`src/common/dac_consts.svh`:
```
// constants for the AD5601 controller
// include wherever register addresses, widths or SPI timing are needed
`ifndef DAC_CONSTS_SVH
`define DAC_CONSTS_SVH

// register word addresses
`define DAC_ADDR_VERSION    0
`define DAC_ADDR_STATE      1
`define DAC_ADDR_DAC_REG    2
`define DAC_ADDR_EN_CTRL    3
`define DAC_NUM_REGS        4

// module version in the upper half, id in the lower half
`define DAC_VERSION_ID      32'h0001_0056

// frame sent after reset, normal mode at mid-scale
`define DAC_DEFAULT         16'h2000

// host bus
`define DAC_DATA_W          32
`define DAC_ADDR_W          4

// frame queue size, also the producer's initial credits
`define DAC_FIFO_DEPTH      2

// clock cycles per SCLK half period
`define DAC_SCLK_DIV        2

`endif
```
`src/common/dac_pkg.sv`:
```
// shared types for the AD5601 controller
// imported by the register map, the top level and the SPI shifter
package dac_pkg;

    ////////////////////////////////////////
    // spi frame

    // AD5601 input shift register, sent MSB first
    typedef struct packed {
        logic [1:0] mode;   // power-down mode, 00 is normal operation
        logic [7:0] code;   // dac code
        logic [5:0] pad;    // don't care for the part
    } dac_frame_t;

    ////////////////////////////////////////
    // bus response

    // same encoding as the Avalon-MM response field
    typedef enum logic [1:0] {
        DAC_RESP_OKAY   = 2'b00,
        DAC_RESP_SLVERR = 2'b10
    } dac_resp_t;

endpackage

```
`src/hdl/dac_ad5601_top.sv`:
```
// AD5601 nanoDAC controller top level
// bus register map feeds a frame queue that drains into the SPI shifter
`timescale 1ns/1ps
`include "dac_consts.svh"

module dac_ad5601_top
    import dac_pkg::*;
(
    input  logic                          clk_ifc,
    input  logic                          set_default_on_reset,
    input  logic                          en_avmm_ctrl,

    // host bus, single-word accesses
    input  logic [`DAC_ADDR_W-1:0]        address,
    input  logic                          write,
    input  logic [`DAC_DATA_W-1:0]        writedata,
    input  logic                          read,
    output logic [`DAC_DATA_W-1:0]        readdata,
    output logic                          readdatavalid,
    output logic                          writeresponsevalid,
    output logic [$bits(dac_resp_t)-1:0]  response,

    // local gain path, used while en_avmm_ctrl is low
    input  logic [7:0]                    dac_data_in,
    input  logic                          dac_data_in_valid_stb,
    output logic                          dac_data_in_updated_stb,

    output logic                          initdone,

    output logic                          spi_sclk,
    output logic                          spi_ssn,
    output logic                          spi_mosi
);

    logic       push;
    dac_frame_t push_frame;
    logic       pop;
    logic       pop_valid;
    dac_frame_t pop_frame;
    logic       frame_done;     // also returns a credit

    assign dac_data_in_updated_stb = frame_done;

    dac_reg_map u_reg_map (
        .clk_ifc               (clk_ifc),
        .set_default_on_reset  (set_default_on_reset),
        .en_avmm_ctrl          (en_avmm_ctrl),
        .address               (address),
        .write                 (write),
        .writedata             (writedata),
        .read                  (read),
        .readdata              (readdata),
        .readdatavalid         (readdatavalid),
        .writeresponsevalid    (writeresponsevalid),
        .response              (response),
        .dac_data_in           (dac_data_in),
        .dac_data_in_valid_stb (dac_data_in_valid_stb),
        .frame_done            (frame_done),
        .push                  (push),
        .push_frame            (push_frame),
        .initdone              (initdone)
    );

    dac_frame_fifo #(
        .payload_t (dac_frame_t)
    ) u_frame_fifo (
        .clk_ifc              (clk_ifc),
        .set_default_on_reset (set_default_on_reset),
        .push                 (push),
        .push_frame           (push_frame),
        .pop                  (pop),
        .pop_valid            (pop_valid),
        .pop_frame            (pop_frame)
    );

    dac_spi_shifter u_spi_shifter (
        .clk_ifc              (clk_ifc),
        .set_default_on_reset (set_default_on_reset),
        .pop_valid            (pop_valid),
        .pop_frame            (pop_frame),
        .pop                  (pop),
        .spi_sclk             (spi_sclk),
        .spi_ssn              (spi_ssn),
        .spi_mosi             (spi_mosi),
        .frame_done           (frame_done)
    );

endmodule

```
`src/dac_regs/dac_reg_map.sv`:
```
// register map of the AD5601 controller
// decodes host bus accesses and pushes SPI frames under credit flow control
`timescale 1ns/1ps
`include "dac_consts.svh"

module dac_reg_map
    import dac_pkg::*;
(
    input  logic                   clk_ifc,
    input  logic                   set_default_on_reset,
    input  logic                   en_avmm_ctrl,
    input  logic [`DAC_ADDR_W-1:0] address,
    input  logic                   write,
    input  logic [`DAC_DATA_W-1:0] writedata,
    input  logic                   read,
    output logic [`DAC_DATA_W-1:0] readdata,
    output logic                   readdatavalid,
    output logic                   writeresponsevalid,
    output dac_resp_t              response,
    input  logic [7:0]             dac_data_in,
    input  logic                   dac_data_in_valid_stb,
    input  logic                   frame_done,
    output logic                   push,
    output dac_frame_t             push_frame,
    output logic                   initdone
);

    localparam int CREDIT_W = $clog2(`DAC_FIFO_DEPTH + 1);

    logic [`DAC_DATA_W-1:0] dac_reg;
    logic                   en_ctrl_q;      // registered copy of the pin
    logic [CREDIT_W-1:0]    credits;
    logic                   pending;        // newest frame waiting for a credit
    dac_frame_t             pend_frame;

    logic                   wr_dac;
    logic                   stb_dac;
    logic                   trigger;
    logic                   have_frame;
    logic                   credit_ok;
    logic                   take;
    dac_frame_t             new_frame;
    dac_frame_t             next_frame;
    logic [`DAC_DATA_W-1:0] rd_mux;

    ////////////////////////////////////////
    // frame source selection

    assign wr_dac  = write && (address == `DAC_ADDR_DAC_REG) && en_ctrl_q;
    assign stb_dac = dac_data_in_valid_stb && !en_ctrl_q;
    assign trigger = wr_dac || stb_dac;

    always_comb begin
        new_frame = dac_frame_t'(dac_reg[15:0]);
        if (wr_dac) begin
            new_frame = dac_frame_t'(writedata[15:0]);
        end else begin
            new_frame.code = dac_data_in;   // strobe only replaces the code bits
        end
    end

    // a fresh trigger always replaces an older held frame
    assign next_frame = trigger ? new_frame : pend_frame;
    assign have_frame = trigger || pending;
    assign credit_ok  = (credits != '0) || frame_done;   // returning credit usable at once
    assign take       = have_frame && credit_ok;

    ////////////////////////////////////////
    // control state

    always_ff @(posedge clk_ifc) begin
        if (set_default_on_reset) begin
            en_ctrl_q          <= 1'b0;
            dac_reg            <= `DAC_DATA_W'(`DAC_DEFAULT);
            credits            <= CREDIT_W'(`DAC_FIFO_DEPTH);
            pending            <= 1'b1;     // default frame goes out first
            pend_frame         <= dac_frame_t'(`DAC_DEFAULT);
            push               <= 1'b0;
            initdone           <= 1'b0;
            readdatavalid      <= 1'b0;
            writeresponsevalid <= 1'b0;
        end else begin
            en_ctrl_q          <= en_avmm_ctrl;
            readdatavalid      <= read;
            writeresponsevalid <= write;

            if (wr_dac) begin
                dac_reg <= writedata;
            end else if (stb_dac) begin
                dac_reg[13:6] <= dac_data_in;
            end

            credits    <= credits + CREDIT_W'(frame_done) - CREDIT_W'(take);
            push       <= take;
            pending    <= have_frame && !credit_ok;
            pend_frame <= next_frame;

            if (frame_done) begin
                initdone <= 1'b1;   // first completion is the default frame
            end
        end
    end

    always_ff @(posedge clk_ifc) begin
        if (take) begin
            push_frame <= next_frame;
        end
    end

    ////////////////////////////////////////
    // read path

    always_comb begin
        case (address)
            `DAC_ADDR_VERSION: rd_mux = `DAC_VERSION_ID;
            `DAC_ADDR_STATE:   rd_mux = `DAC_DATA_W'(1);    // device up
            `DAC_ADDR_DAC_REG: rd_mux = dac_reg;
            `DAC_ADDR_EN_CTRL: rd_mux = `DAC_DATA_W'(en_ctrl_q);
            default:           rd_mux = '0;
        endcase
    end

    always_ff @(posedge clk_ifc) begin
        if (read) begin
            readdata <= rd_mux;
        end
        if (read || write) begin
            response <= (address >= `DAC_NUM_REGS) ? DAC_RESP_SLVERR : DAC_RESP_OKAY;
        end
    end

endmodule

```
`src/spi/dac_spi_shifter.sv`:
```
// serializes one AD5601 frame per queue entry, MSB first
// SCLK idles high and data is stable on the falling edge
`timescale 1ns/1ps
`include "dac_consts.svh"

module dac_spi_shifter
    import dac_pkg::*;
(
    input  logic       clk_ifc,
    input  logic       set_default_on_reset,
    input  logic       pop_valid,
    input  dac_frame_t pop_frame,
    output logic       pop,
    output logic       spi_sclk,
    output logic       spi_ssn,
    output logic       spi_mosi,
    output logic       frame_done
);

    localparam int FRAME_BITS = $bits(dac_frame_t);
    localparam int BIT_W      = $clog2(FRAME_BITS + 1);
    localparam int DIV_W      = (`DAC_SCLK_DIV > 1) ? $clog2(`DAC_SCLK_DIV) : 1;

    typedef enum logic [1:0] {
        ST_IDLE,
        ST_SETUP,   // ssn low, first bit on mosi before the first falling edge
        ST_SHIFT
    } state_t;

    state_t                state;
    logic [DIV_W-1:0]      div_cnt;
    logic [BIT_W-1:0]      bit_cnt;     // rising edges seen so far
    logic [FRAME_BITS-1:0] shreg;
    logic                  half_end;

    assign pop      = (state == ST_IDLE) && pop_valid;
    assign half_end = (div_cnt == DIV_W'(`DAC_SCLK_DIV - 1));
    assign spi_mosi = shreg[FRAME_BITS-1];

    ////////////////////////////////////////
    // sclk / ssn sequencing

    always_ff @(posedge clk_ifc) begin
        if (set_default_on_reset) begin
            state      <= ST_IDLE;
            div_cnt    <= '0;
            bit_cnt    <= '0;
            spi_sclk   <= 1'b1;
            spi_ssn    <= 1'b1;
            frame_done <= 1'b0;
        end else begin
            frame_done <= 1'b0;
            case (state)
                ST_IDLE: begin
                    if (pop) begin
                        state   <= ST_SETUP;
                        spi_ssn <= 1'b0;
                        bit_cnt <= '0;
                        div_cnt <= '0;
                    end
                end
                ST_SETUP: begin
                    state    <= ST_SHIFT;
                    spi_sclk <= 1'b0;       // first falling edge
                end
                ST_SHIFT: begin
                    div_cnt <= half_end ? '0 : div_cnt + 1'b1;
                    if (half_end) begin
                        if (!spi_sclk) begin
                            spi_sclk <= 1'b1;
                            bit_cnt  <= bit_cnt + 1'b1;
                        end else if (bit_cnt == BIT_W'(FRAME_BITS)) begin
                            // last high half done, close the frame
                            state      <= ST_IDLE;
                            spi_ssn    <= 1'b1;
                            frame_done <= 1'b1;
                        end else begin
                            spi_sclk <= 1'b0;
                        end
                    end
                end
                default: state <= ST_IDLE;
            endcase
        end
    end

    // next bit appears together with the rising edge
    always_ff @(posedge clk_ifc) begin
        if (pop) begin
            shreg <= pop_frame;
        end else if (state == ST_SHIFT && half_end && !spi_sclk) begin
            shreg <= shreg << 1;
        end
    end

endmodule

```
`src/hdl/dac_frame_fifo.sv`:
```
// small circular queue between a producer and a consumer
// no full flag, the producer's credits keep it from overflowing
`timescale 1ns/1ps
`include "dac_consts.svh"

module dac_frame_fifo #(
    parameter type payload_t = logic [15:0]
) (
    input  logic     clk_ifc,
    input  logic     set_default_on_reset,
    input  logic     push,
    input  payload_t push_frame,
    input  logic     pop,
    output logic     pop_valid,
    output payload_t pop_frame
);

    localparam int DEPTH = `DAC_FIFO_DEPTH;
    localparam int PTR_W = (DEPTH > 1) ? $clog2(DEPTH) : 1;
    localparam int CNT_W = $clog2(DEPTH + 1);

    payload_t         mem [DEPTH];
    logic [PTR_W-1:0] wr_ptr;
    logic [PTR_W-1:0] rd_ptr;
    logic [CNT_W-1:0] count;

    // wrap at DEPTH, which need not be a power of two
    function automatic logic [PTR_W-1:0] ptr_next(input logic [PTR_W-1:0] ptr);
        return (ptr == PTR_W'(DEPTH - 1)) ? '0 : ptr + 1'b1;
    endfunction

    assign pop_valid = (count != '0);
    assign pop_frame = mem[rd_ptr];     // head entry, valid with pop_valid

    always_ff @(posedge clk_ifc) begin
        if (set_default_on_reset) begin
            wr_ptr <= '0;
            rd_ptr <= '0;
            count  <= '0;
        end else begin
            if (push) begin
                wr_ptr <= ptr_next(wr_ptr);
            end
            if (pop) begin
                rd_ptr <= ptr_next(rd_ptr);
            end
            count <= count + CNT_W'(push) - CNT_W'(pop);
        end
    end

    always_ff @(posedge clk_ifc) begin
        if (push) begin
            mem[wr_ptr] <= push_frame;
        end
    end

endmodule

```
`config.mk`:
```
export PLATFORM = sky130hd
export DESIGN_NAME = dac_ad5601_top
export DESIGN_NICKNAME = d
export VERILOG_FILES = /design/src/common/dac_pkg.sv /design/src/hdl/dac_ad5601_top.sv /design/src/dac_regs/dac_reg_map.sv /design/src/spi/dac_spi_shifter.sv /design/src/hdl/dac_frame_fifo.sv
export VERILOG_INCLUDE_DIRS = /design/src /design/src/common
export SDC_FILE = /design/constraint.sdc
export NUM_CORES = 1
export LEC_CHECK = 0
export BUFFER_PORTS_ARGS = -buffer_cell sky130_fd_sc_hd__buf_4
export CORE_UTILIZATION = 51
export DETAILED_ROUTE_END_ITERATION = 8
export PLACE_DENSITY = 0.79
export REMOVE_ABC_BUFFERS = 1
export SLEW_MARGIN = 25
export SYNTH_ARGS = -nofsm -noshare
export SYNTH_HDL_FRONTEND = slang
export SYNTH_SLANG_ARGS = --single-unit
export TNS_END_PERCENT = 20
```
`constraint.sdc`:
```
create_clock -name clk_ifc -period 3.1 [get_ports clk_ifc]
set_input_delay 0.62 -clock clk_ifc [delete_from_list [all_inputs] [get_ports clk_ifc]]
set_output_delay 0.62 -clock clk_ifc [all_outputs]
set_load 0.02 [all_outputs]
```
## Word-level counts from Yosys, hierarchy flattened

Memory sizes are Yosys's and may differ from the RTL's. A register that Yosys moved wholly into a read port is not among the register bits.
Index checks and enable logic that the tools add are counted.

| word-level totals | value |
|---|---|
| register bits after elaboration | 137 |
| bits in latches | 0 |
| bits in writable memories | 32 |
| ROM bits | 0 |
| input port bits | 50 |
| output and inout bits | 41 |
| memories kept | 1 |

Memory list:

| memory | depth | width | rd ports | clocked after memory_dff | wr ports | line | text |
|---|---|---|---|---|---|---|---|
| u_frame_fifo.mem | 2 | 16 | 1 | 1 | 1 | dac_frame_fifo.sv:22 | `payload_t mem [DEPTH];` |

| operators by class | value |
|---|---|
| add/subtract/negate cells | 8 |
| multiply operators | 0 |
| divide/modulo/power cells | 0 |
| $lt $le $gt $ge | 1 |
| eq/ne operators | 11 |
| shift-type cells | 0 |
| multiplexer cells | 36 |
| bitwise gates (word level) | 3 |
| reduce and logical (&&, ||, !) cells | 29 |

Operators with widths:

| kind | count |
|---|---|
| case mux 32 bit (4 select lines) | 1 |
| two-way mux 16 bit | 3 |
| two-way mux 8 bit | 3 |
| two-way mux 5 bit | 3 |
| two-way mux 1 bit | 14 |
| two-way mux 2 bit | 6 |
| nonzero test 2 bit | 6 |
| case mux 5 bit (2 select lines) | 1 |
| == test 4 x 2 -> 1 bit, second input constant | 2 |
| logical AND 1 bit | 8 |
| AND reduction 4 bit | 2 |
| two-way mux 6 bit | 1 |
| != test 2 x 1 -> 1 bit, second input constant | 3 |
| case mux 1 bit (2 select lines) | 3 |
| case mux 2 bit (3 select lines) | 1 |
| adder 5 x 1 -> 5 bit, second input constant | 1 |
| == test 5 bit, second input constant | 1 |
| AND reduction 5 bit | 1 |
| adder 2 x 1 -> 2 bit | 2 |
| == test 4 x 1 -> 1 bit, second input constant | 1 |
| greater-or-equal comparator 4 x 3 -> 1 bit, second input constant | 1 |
| zero test 4 bit | 1 |
| logical OR 1 bit | 4 |
| != test 2 bit, second input constant | 2 |
| 9 further kinds | 17 |

## Logic depth before layout (Yosys ltp)

Gate-level depths: netlist of run 1.

| logic depth | value |
|---|---|
| depth in word-level cells | 7 |
| gate-level depth with buffers | 12 |
| depth with buffers taken out | 10 |

## Cells and area by module

A second synthesis of run 1 with hierarchy kept.

| second synthesis, totals | value |
|---|---|
| cells, all modules | 562 |
| area total of the unflattened synthesis | 6794.0 um^2 |

Modules (own cells, without submodules):

| module | instances | cells an instance | area an instance (um^2) |
|---|---|---|---|
| dac_reg_map | 1 | 360 | 4127.7 |
| dac_frame_fifo | 1 | 70 | 1422.6 |
| dac_spi_shifter | 1 | 132 | 1243.7 |

## Worst setup path before layout of run 1

No wires, ideal clock.

| timing | value |
|---|---|
| path kind | input to register |
| from | input address[1] |
| to | register u_reg_map.credits[1] |
| arrival | 2987 ps |
| required time | 2982 ps |
| path slack | -5 ps |
| stages on the path | 12 |
| path buffers | 2 |
| cells stage by stage | buf_4 > nor4b_4 > and3_1 > buf_6 > nor3_1 > nor2_1 > ha_1 > inv_1 > ha_1 > xor2_1 > xnor2_1 > nand2_1 |

| on the way | value |
|---|---|
| word-level cells in the longest chain between the ends | 7 |

RTL lines:

| what | line | text |
|---|---|---|
| start, declared | dac_ad5601_top.sv:14 | `` input logic [`DAC_ADDR_W-1:0] address, `` |
| == test 4 x 2 -> 1 bit | - |  |
| logical AND 1 bit (2 in series) | dac_reg_map.sv:49 | `` assign wr_dac = write && (address == `DAC_ADDR_DAC_REG) && en_ctrl_q; `` |
| logical OR 1 bit | dac_reg_map.sv:51 | `assign trigger = wr_dac \|\| stb_dac;` |
| logical OR 1 bit | dac_reg_map.sv:64 | `assign have_frame = trigger \|\| pending;` |
| logical AND 1 bit | dac_reg_map.sv:66 | `assign take = have_frame && credit_ok;` |
| via u_reg_map.take | dac_reg_map.sv:41 | `logic take;` |
| subtractor 2 x 1 -> 2 bit | dac_reg_map.sv:93 | `credits <= credits + CREDIT_W'(frame_done) - CREDIT_W'(take);` |
| end signal, assigned | dac_reg_map.sv:75 | `` credits <= CREDIT_W'(`DAC_FIFO_DEPTH); `` |
| end signal, assigned | dac_reg_map.sv:93 |  |
| end, declared | dac_reg_map.sv:32 | `logic [CREDIT_W-1:0] credits;` |

The timed path passes the listed nets, and every way through them passes these cells.
A chain may end at the register's enable or synchronous reset.

## Worst setup path in the final report of run 1

Same ends and word-level chain as after synthesis.

==> reports/results.tsv, run 1 <==
metric	value	unit
status	finished, final reports clean	
Leakage	3.01	nW
period utilisation layout	69.2	%
Vias	4074	
Worst slew margin	38.5	%
Final nets	673	
Syn Area/Cell	12.0	µm²
EDFF count, synth	97	
Slew Limit Fails	0	
Post-synth ARST share	0	%
slowest cell on the critical path	nor3_1	
H-tree Lvls	4	
full die area	0.0129	mm²
register area share after synthesis	68.5	%
worst-path maximum fanout	8	
cell with the most instances after synthesis	nand2_1	
Max Fclk	466	MHz
setup bufs post-CTS	0	
top cell type's share of synthesized area	45.9	%
worst-skew pair later-pin latency	410	ps
CTS tree	built	
Switching Fraction	25.8	%
Setup violations, final	0	
total power	5.91	mW
total gr overflow	0	
Unique masters post-synth	38	
first-pass GRT wire length	19.7	mm
ANT nets after route	0	
Post-Place Cell Area	0.00714	mm²
kind of critical path	input pin to register	
combinational share of power	15.3	%
Util after Layout	63.8	%
core area	0.0121	mm²
largest net degree at the start of global routing	37	
Post-DP HPWL	8.27	mm
I/O Pins	91	
Max VDD drop	0.371	mV
startpoint types	input pin	
PortBufs	89	
fin area	0.00769	mm²
Final WS setup	956	ps
largest cells by area after synthesis	edfxtp_1 46%, dfxtp_1 23%, nand2_1 6.3%	
CP arrival	2440	ps
Die W	114	µm
DRC	0	
TritonRoute pass-1 iters	4	
Synth top cells by count	107 x nand2_1, 97 x edfxtp_1, 72 x dfxtp_1	
Final Skew	9.09	ps
WL final	12.3	mm
class of the worst hold path	input pin to register	
most used cell, CP	ha_1	
P&R area growth vs syn	21.1	%
Clock Sinks	169	
internal power	4.38	mW
# Max-Cap Violations	0	
Synthesis Warnings	0	
CP cell instances	buf_4 > nor4b_4 > and3_1 > nor3_1 > nor2_1 > ha_1 > inv_1 > ha_1 > xor2_1 > xnor2_1 > nand2_1	
post-CTS resize count	0	
Max Buffers Root-to-Sink	2	
worst path required time	3400	ps
Die Height	114	µm
final hold slack	417	ps
share of post-route cells with drive strength above 1	22.1	%
Routed WL per cell	15.4	µm
synthesized area	0.00635	mm²
Power Dens Cells	768	mW/mm²
cts-stage hold buffer count	0	
CP max stage delay	360	ps
GR Util All Layers	20.4	%
Avg Vias per Cell	5.11	
row cnt	40	
n_diodes	0	
Reg power frac	52.0	%
top_reg_cell synth	edfxtp_1	
CTS root buffer	clkbuf_16	
initial antenna violation count	0	
Hold Violations, Final	0	
vias in the first global route	4148	
CTS Buf Count	17	
Worst-path clk slew	60	ps
FILL cells	900	
Clk pwr share	32.7	%
Setup crit end kind	register	
starting DRC count in detailed routing	197	
post-synth top area cell	edfxtp_1	
Slew @ Worst Pin	922	ps
Mapped Cells	528	
Psw	1.53	mW
fin crit period	2140	ps
pre-CTS WS	527	ps
Yosys reg bits	169	
RSZ-0062 raised after global routing	false	
Starting Density	52.7	%
routability-driven placement congestion ratio	0.736	
## logic make-up after synthesis
kind of cell	Yosys count	synth area share (%)
simple gates	186	13.7
xor+xnor	9	1.24
compound gates	91	8.10
mux	25	4.04
buf+inv	41	3.17
other cells	1	0.0590
flops	169	68.5
fa+ha+maj	6	1.18
## layout make-up
type	instances	area (µm²)	area share [%]
clock buffers	25	507	6.59
clock inverters	7	40.0	0.521
inverters	14	52.6	0.683
multi-input cells	318	1800	23.4
flip-flops and latches	169	4350	56.6
well taps	168	210	2.73
repair buffers	97	728	9.47
## stage by stage
stage / std cells / setup TNS (ps)
2_1_floorplan: 501 / -7970
3_3_place_gp: 766 / 0
3_5_place_dp: 766 / 0
4_1_cts: 798 / 0
5_1_grt: 798 / 0
6_report: 798 / 0
## layer usage
layer | up-vias | global-route usage (%) | routed length (µm)
li1 | 2000 | - | -
met2 | 118 | 34.3 | 6140
met1 | 1932 | 22.9 | 5000
met4 | 0 | 9.82 | 279
met3 | 24 | 7.76 | 825
met5 | - | 0 | 0
## worst max-delay path, delay by kind of cell
family,cells,cell delay [ps]
adder cells (fa/ha/maj),2,480
AND/OR/NAND/NOR,5,870
XOR/XNOR,2,280
buffers and inverters,2,180
## worst paths after layout
check,slack (ps),depth (start not counted),start,end
worst max-delay path,960,11,address[1],u_reg_map.credits[1]$_SDFF_PP1_
worst min-delay path,420,3,writedata[13],u_reg_map.dac_reg[13]$_SDFFE_PP1N_
worst max register to register,1060,9,u_reg_map.en_ctrl_q$_SDFF_PP0_,u_reg_map.credits[1]$_SDFF_PP1_
worst min register to register,450,0,u_reg_map.push_frame[8]$_DFFE_PP_,u_frame_fifo.mem[0][8]$_DFFE_PP_
## cells in the final DEF (no fill, tap or decap), types with 2 or more instances in the layout
| master | instances |
|---|---|
| nor2_1 | 18 |
| nor3_1 | 5 |
| clkbuf_16 | 18 |
| xnor2_1 | 6 |
| buf_4 | 97 |
| mux2_2 | 5 |
| ha_1 | 6 |
| a21oi_1 | 60 |
| a22oi_1 | 7 |
| nor2b_1 | 8 |
| mux2i_1 | 20 |
| inv_1 | 14 |
| or2_2 | 5 |
| nand2b_1 | 3 |
| nand2_1 | 107 |
| and2_1 | 28 |
| edfxtp_1 | 97 |
| clkinv_2 | 5 |
| nand3_1 | 2 |
| dfxtp_1 | 72 |
| a221o_1 | 2 |
| or3_1 | 3 |
| o21ai_0 | 16 |
| clkbuf_8 | 3 |
| clkbuf_1 | 4 |
| xor2_1 | 3 |
## power by group through the flow
stage | registers, mW | logic [mW] | clock network [mW]
floorplan | 3.10 | 0.556 | 0
global placement | 3.09 | 0.866 | 0
detailed placement | 3.12 | 0.902 | 0
CTS | 3.08 | 0.913 | 1.95
global route | 3.12 | 1.03 | 2.06
finish | 3.07 | 0.903 | 1.93
Note: power is estimated with default switching activity, not from simulation.
==> run 2, diff against run 1 <==
==> constraint.sdc (replaced) <==
create_clock -name clk_ifc -period 1.73 [get_ports clk_ifc]
set_input_delay 0.346 -clock clk_ifc [delete_from_list [all_inputs] [get_ports clk_ifc]]
set_output_delay 0.346 -clock clk_ifc [all_outputs]
set_load 0.02 [all_outputs]
==> run 2 against run 1 <==
  * The flow now finishes with violations (negative setup slack)
  * Utilization up 2.7 points
  * Clock skew down 3.8 ps
  * Sequential share of layout area down 2.3 points
  * Register-to-register slack worse by 1100 ps
  * Critical endpoint unchanged
  * Final area up 4.3%
  * Non-clock buffer count up 28
  * First-iteration DRC count up 19%
  * Wire length up 4.8%
  * Highest routed layer unchanged
  * Die area unchanged
  * Combinational power up 110%
  * Sequential power up 78%
  * Cell count up 3.5%
==> reports/results.tsv, run 2 (synthesized netlist as in run 1, its figures left out) <==
metric	value	unit
H-tree Lvls	4	
Setup crit end kind	register	
core area	0.0121	mm²
Final WS setup	-31.6	ps
Power Dens Cells	1390	mW/mm²
total gr overflow	0	
Die Height	114	µm
RSZ-0062 raised after global routing	true	
first-pass GRT wire length	21.0	mm
Final nets	701	
Post-DP HPWL	8.63	mm
slowest cell on the critical path	dfxtp_2	
CP max stage delay	330	ps
n_diodes	0	
Routed WL per cell	15.5	µm
CTS root buffer	clkbuf_16	
Avg Vias per Cell	5.12	
WP buf/inv	2	
routability-driven placement congestion ratio	0.762	
kind of critical path	register to register	
CP arrival	2060	ps
status	finished with violations	
Max Fclk	568	MHz
worst path required time	2030	ps
FILL cells	866	
worst-skew pair later-pin latency	420	ps
Sum Neg Setup Slack	-36.1	ps
DRC	0	
period utilisation layout	102	%
fin crit period	1760	ps
starting DRC count in detailed routing	234	
Starting Density	52.7	%
Clock Sinks	169	
CTS Buf Count	17	
Post-Place Cell Area	0.00736	mm²
CTS tree	built	
commonest non-fill, non-tap cell in the layout	buf_4	
WL final	12.8	mm
Vias	4229	
Slew Limit Fails	0	
Setup violations, final	2	
Worst-path clk slew	60	ps
worst-path maximum fanout	2	
Leakage	3.17	nW
Die W	114	µm
Hold Violations, Final	0	
vias in the first global route	4423	
failing checks	negative setup slack	
full die area	0.0129	mm²
largest net degree at the start of global routing	37	
fin area	0.00802	mm²
# Max-Cap Violations	0	
class of the worst hold path	input pin to register	
ANT nets after route	0	
row cnt	40	
share of post-route cells with drive strength above 1	26.7	%
I/O Pins	91	
Final Skew	5.27	ps
Max Buffers Root-to-Sink	2	
GR Util All Layers	21.7	%
PortBufs	89	
initial antenna violation count	0	
TritonRoute pass-1 iters	7	
CP cell instances	buf_6 > nor2b_4 > nor3_4 > nor2_2 > ha_1 > inv_2 > ha_4 > xor2_2 > xnor2_1 > nand2_1	
top cell family by delay on the critical path	adder cells	
startpoint types	register	
Max VDD drop	0.730	mV
most frequent cells in the layout	123 x buf_4, 107 x nand2_1, 97 x edfxtp_1, 70 x dfxtp_1, 60 x a21oi_1	
P&R area growth vs syn	26.2	%
## run 2: final timing paths
| path | slack (ps) | cells past startpoint | endpoint | from |
|---|---|---|---|---|
| setup / recovery | -30 | 10 | u_reg_map.credits[1]$_SDFF_PP1_ | u_reg_map.en_ctrl_q$_SDFF_PP0_ |
| hold / removal | 130 | 2 | u_reg_map.en_ctrl_q$_SDFF_PP0_ | en_avmm_ctrl |
| setup reg to reg | -30 | 10 | u_reg_map.credits[1]$_SDFF_PP1_ | u_reg_map.en_ctrl_q$_SDFF_PP0_ |
| hold reg to reg | 450 | 2 | u_reg_map.dac_reg[19]$_SDFFE_PP0N_ | u_reg_map.dac_reg[19]$_SDFFE_PP0N_ |
## run 2: routing by layer
| layer | GRT usage [%] | share of wire (%) | vias to the layer above |
|---|---|---|---|
| met1 | 23.6 | 39 | 2023 |
| met4 | 10.1 | 2.4 | 0 |
| met3 | 7.39 | 7.5 | 24 |
| met2 | 38.0 | 51 | 126 |
| met5 | 0 | 0 | - |
| li1 | - | - | 2056 |
## run 2: area by class of cell
cell class	count	area, µm²	area share [%]
clock buffer	25	508	6.33
tap	168	210	2.62
sequential	169	4360	54.3
inverter	14	52.6	0.655
multi-input combinational	318	1850	23.1
clock inverter	7	86.3	1.08
timing repair buffer	125	955	11.9
## run 2: per-stage QoR
step	utilization, %	hold WS, ps	setup slack (ps)	std cells	power (mW)
finish	66.5	134	-31.6	826	11.1
global route	66.5	144	-116	826	11.6
CTS	66.3	120	-55.4	826	11.1
detailed placement	61.0	441	-467	793	7.30
global placement	61.0	426	-396	793	7.19
floorplan	-	415	-2130	501	6.55
## run 2: worst register-to-register path, cell delays in order (launching register included)
cell and delay, ps:
dfxtp_2 330, buf_6 100, nor2b_4 40, nor3_4 190, nor2_2 60, ha_1 300
inv_2 50, ha_4 160, xor2_2 170, xnor2_1 170, nand2_1 70
## run 2: power breakdown
group	leakage, nW	internal, mW	switching (mW)	total, mW
clock	0.296	2.33	1.45	3.78
sequential	1.55	5.15	0.299	5.45
combinational	1.33	0.783	1.10	1.88
total	3.17	8.26	2.85	11.1
## run 2: what timing repair did
action                                  CTS  global route
buffers inserted                          1             0
hold buffers                              0             0
hold endpoints to repair                  0             0
gates resized for setup                  10             4
pin swaps                                 6             4
endpoints found under the setup margin    2             3
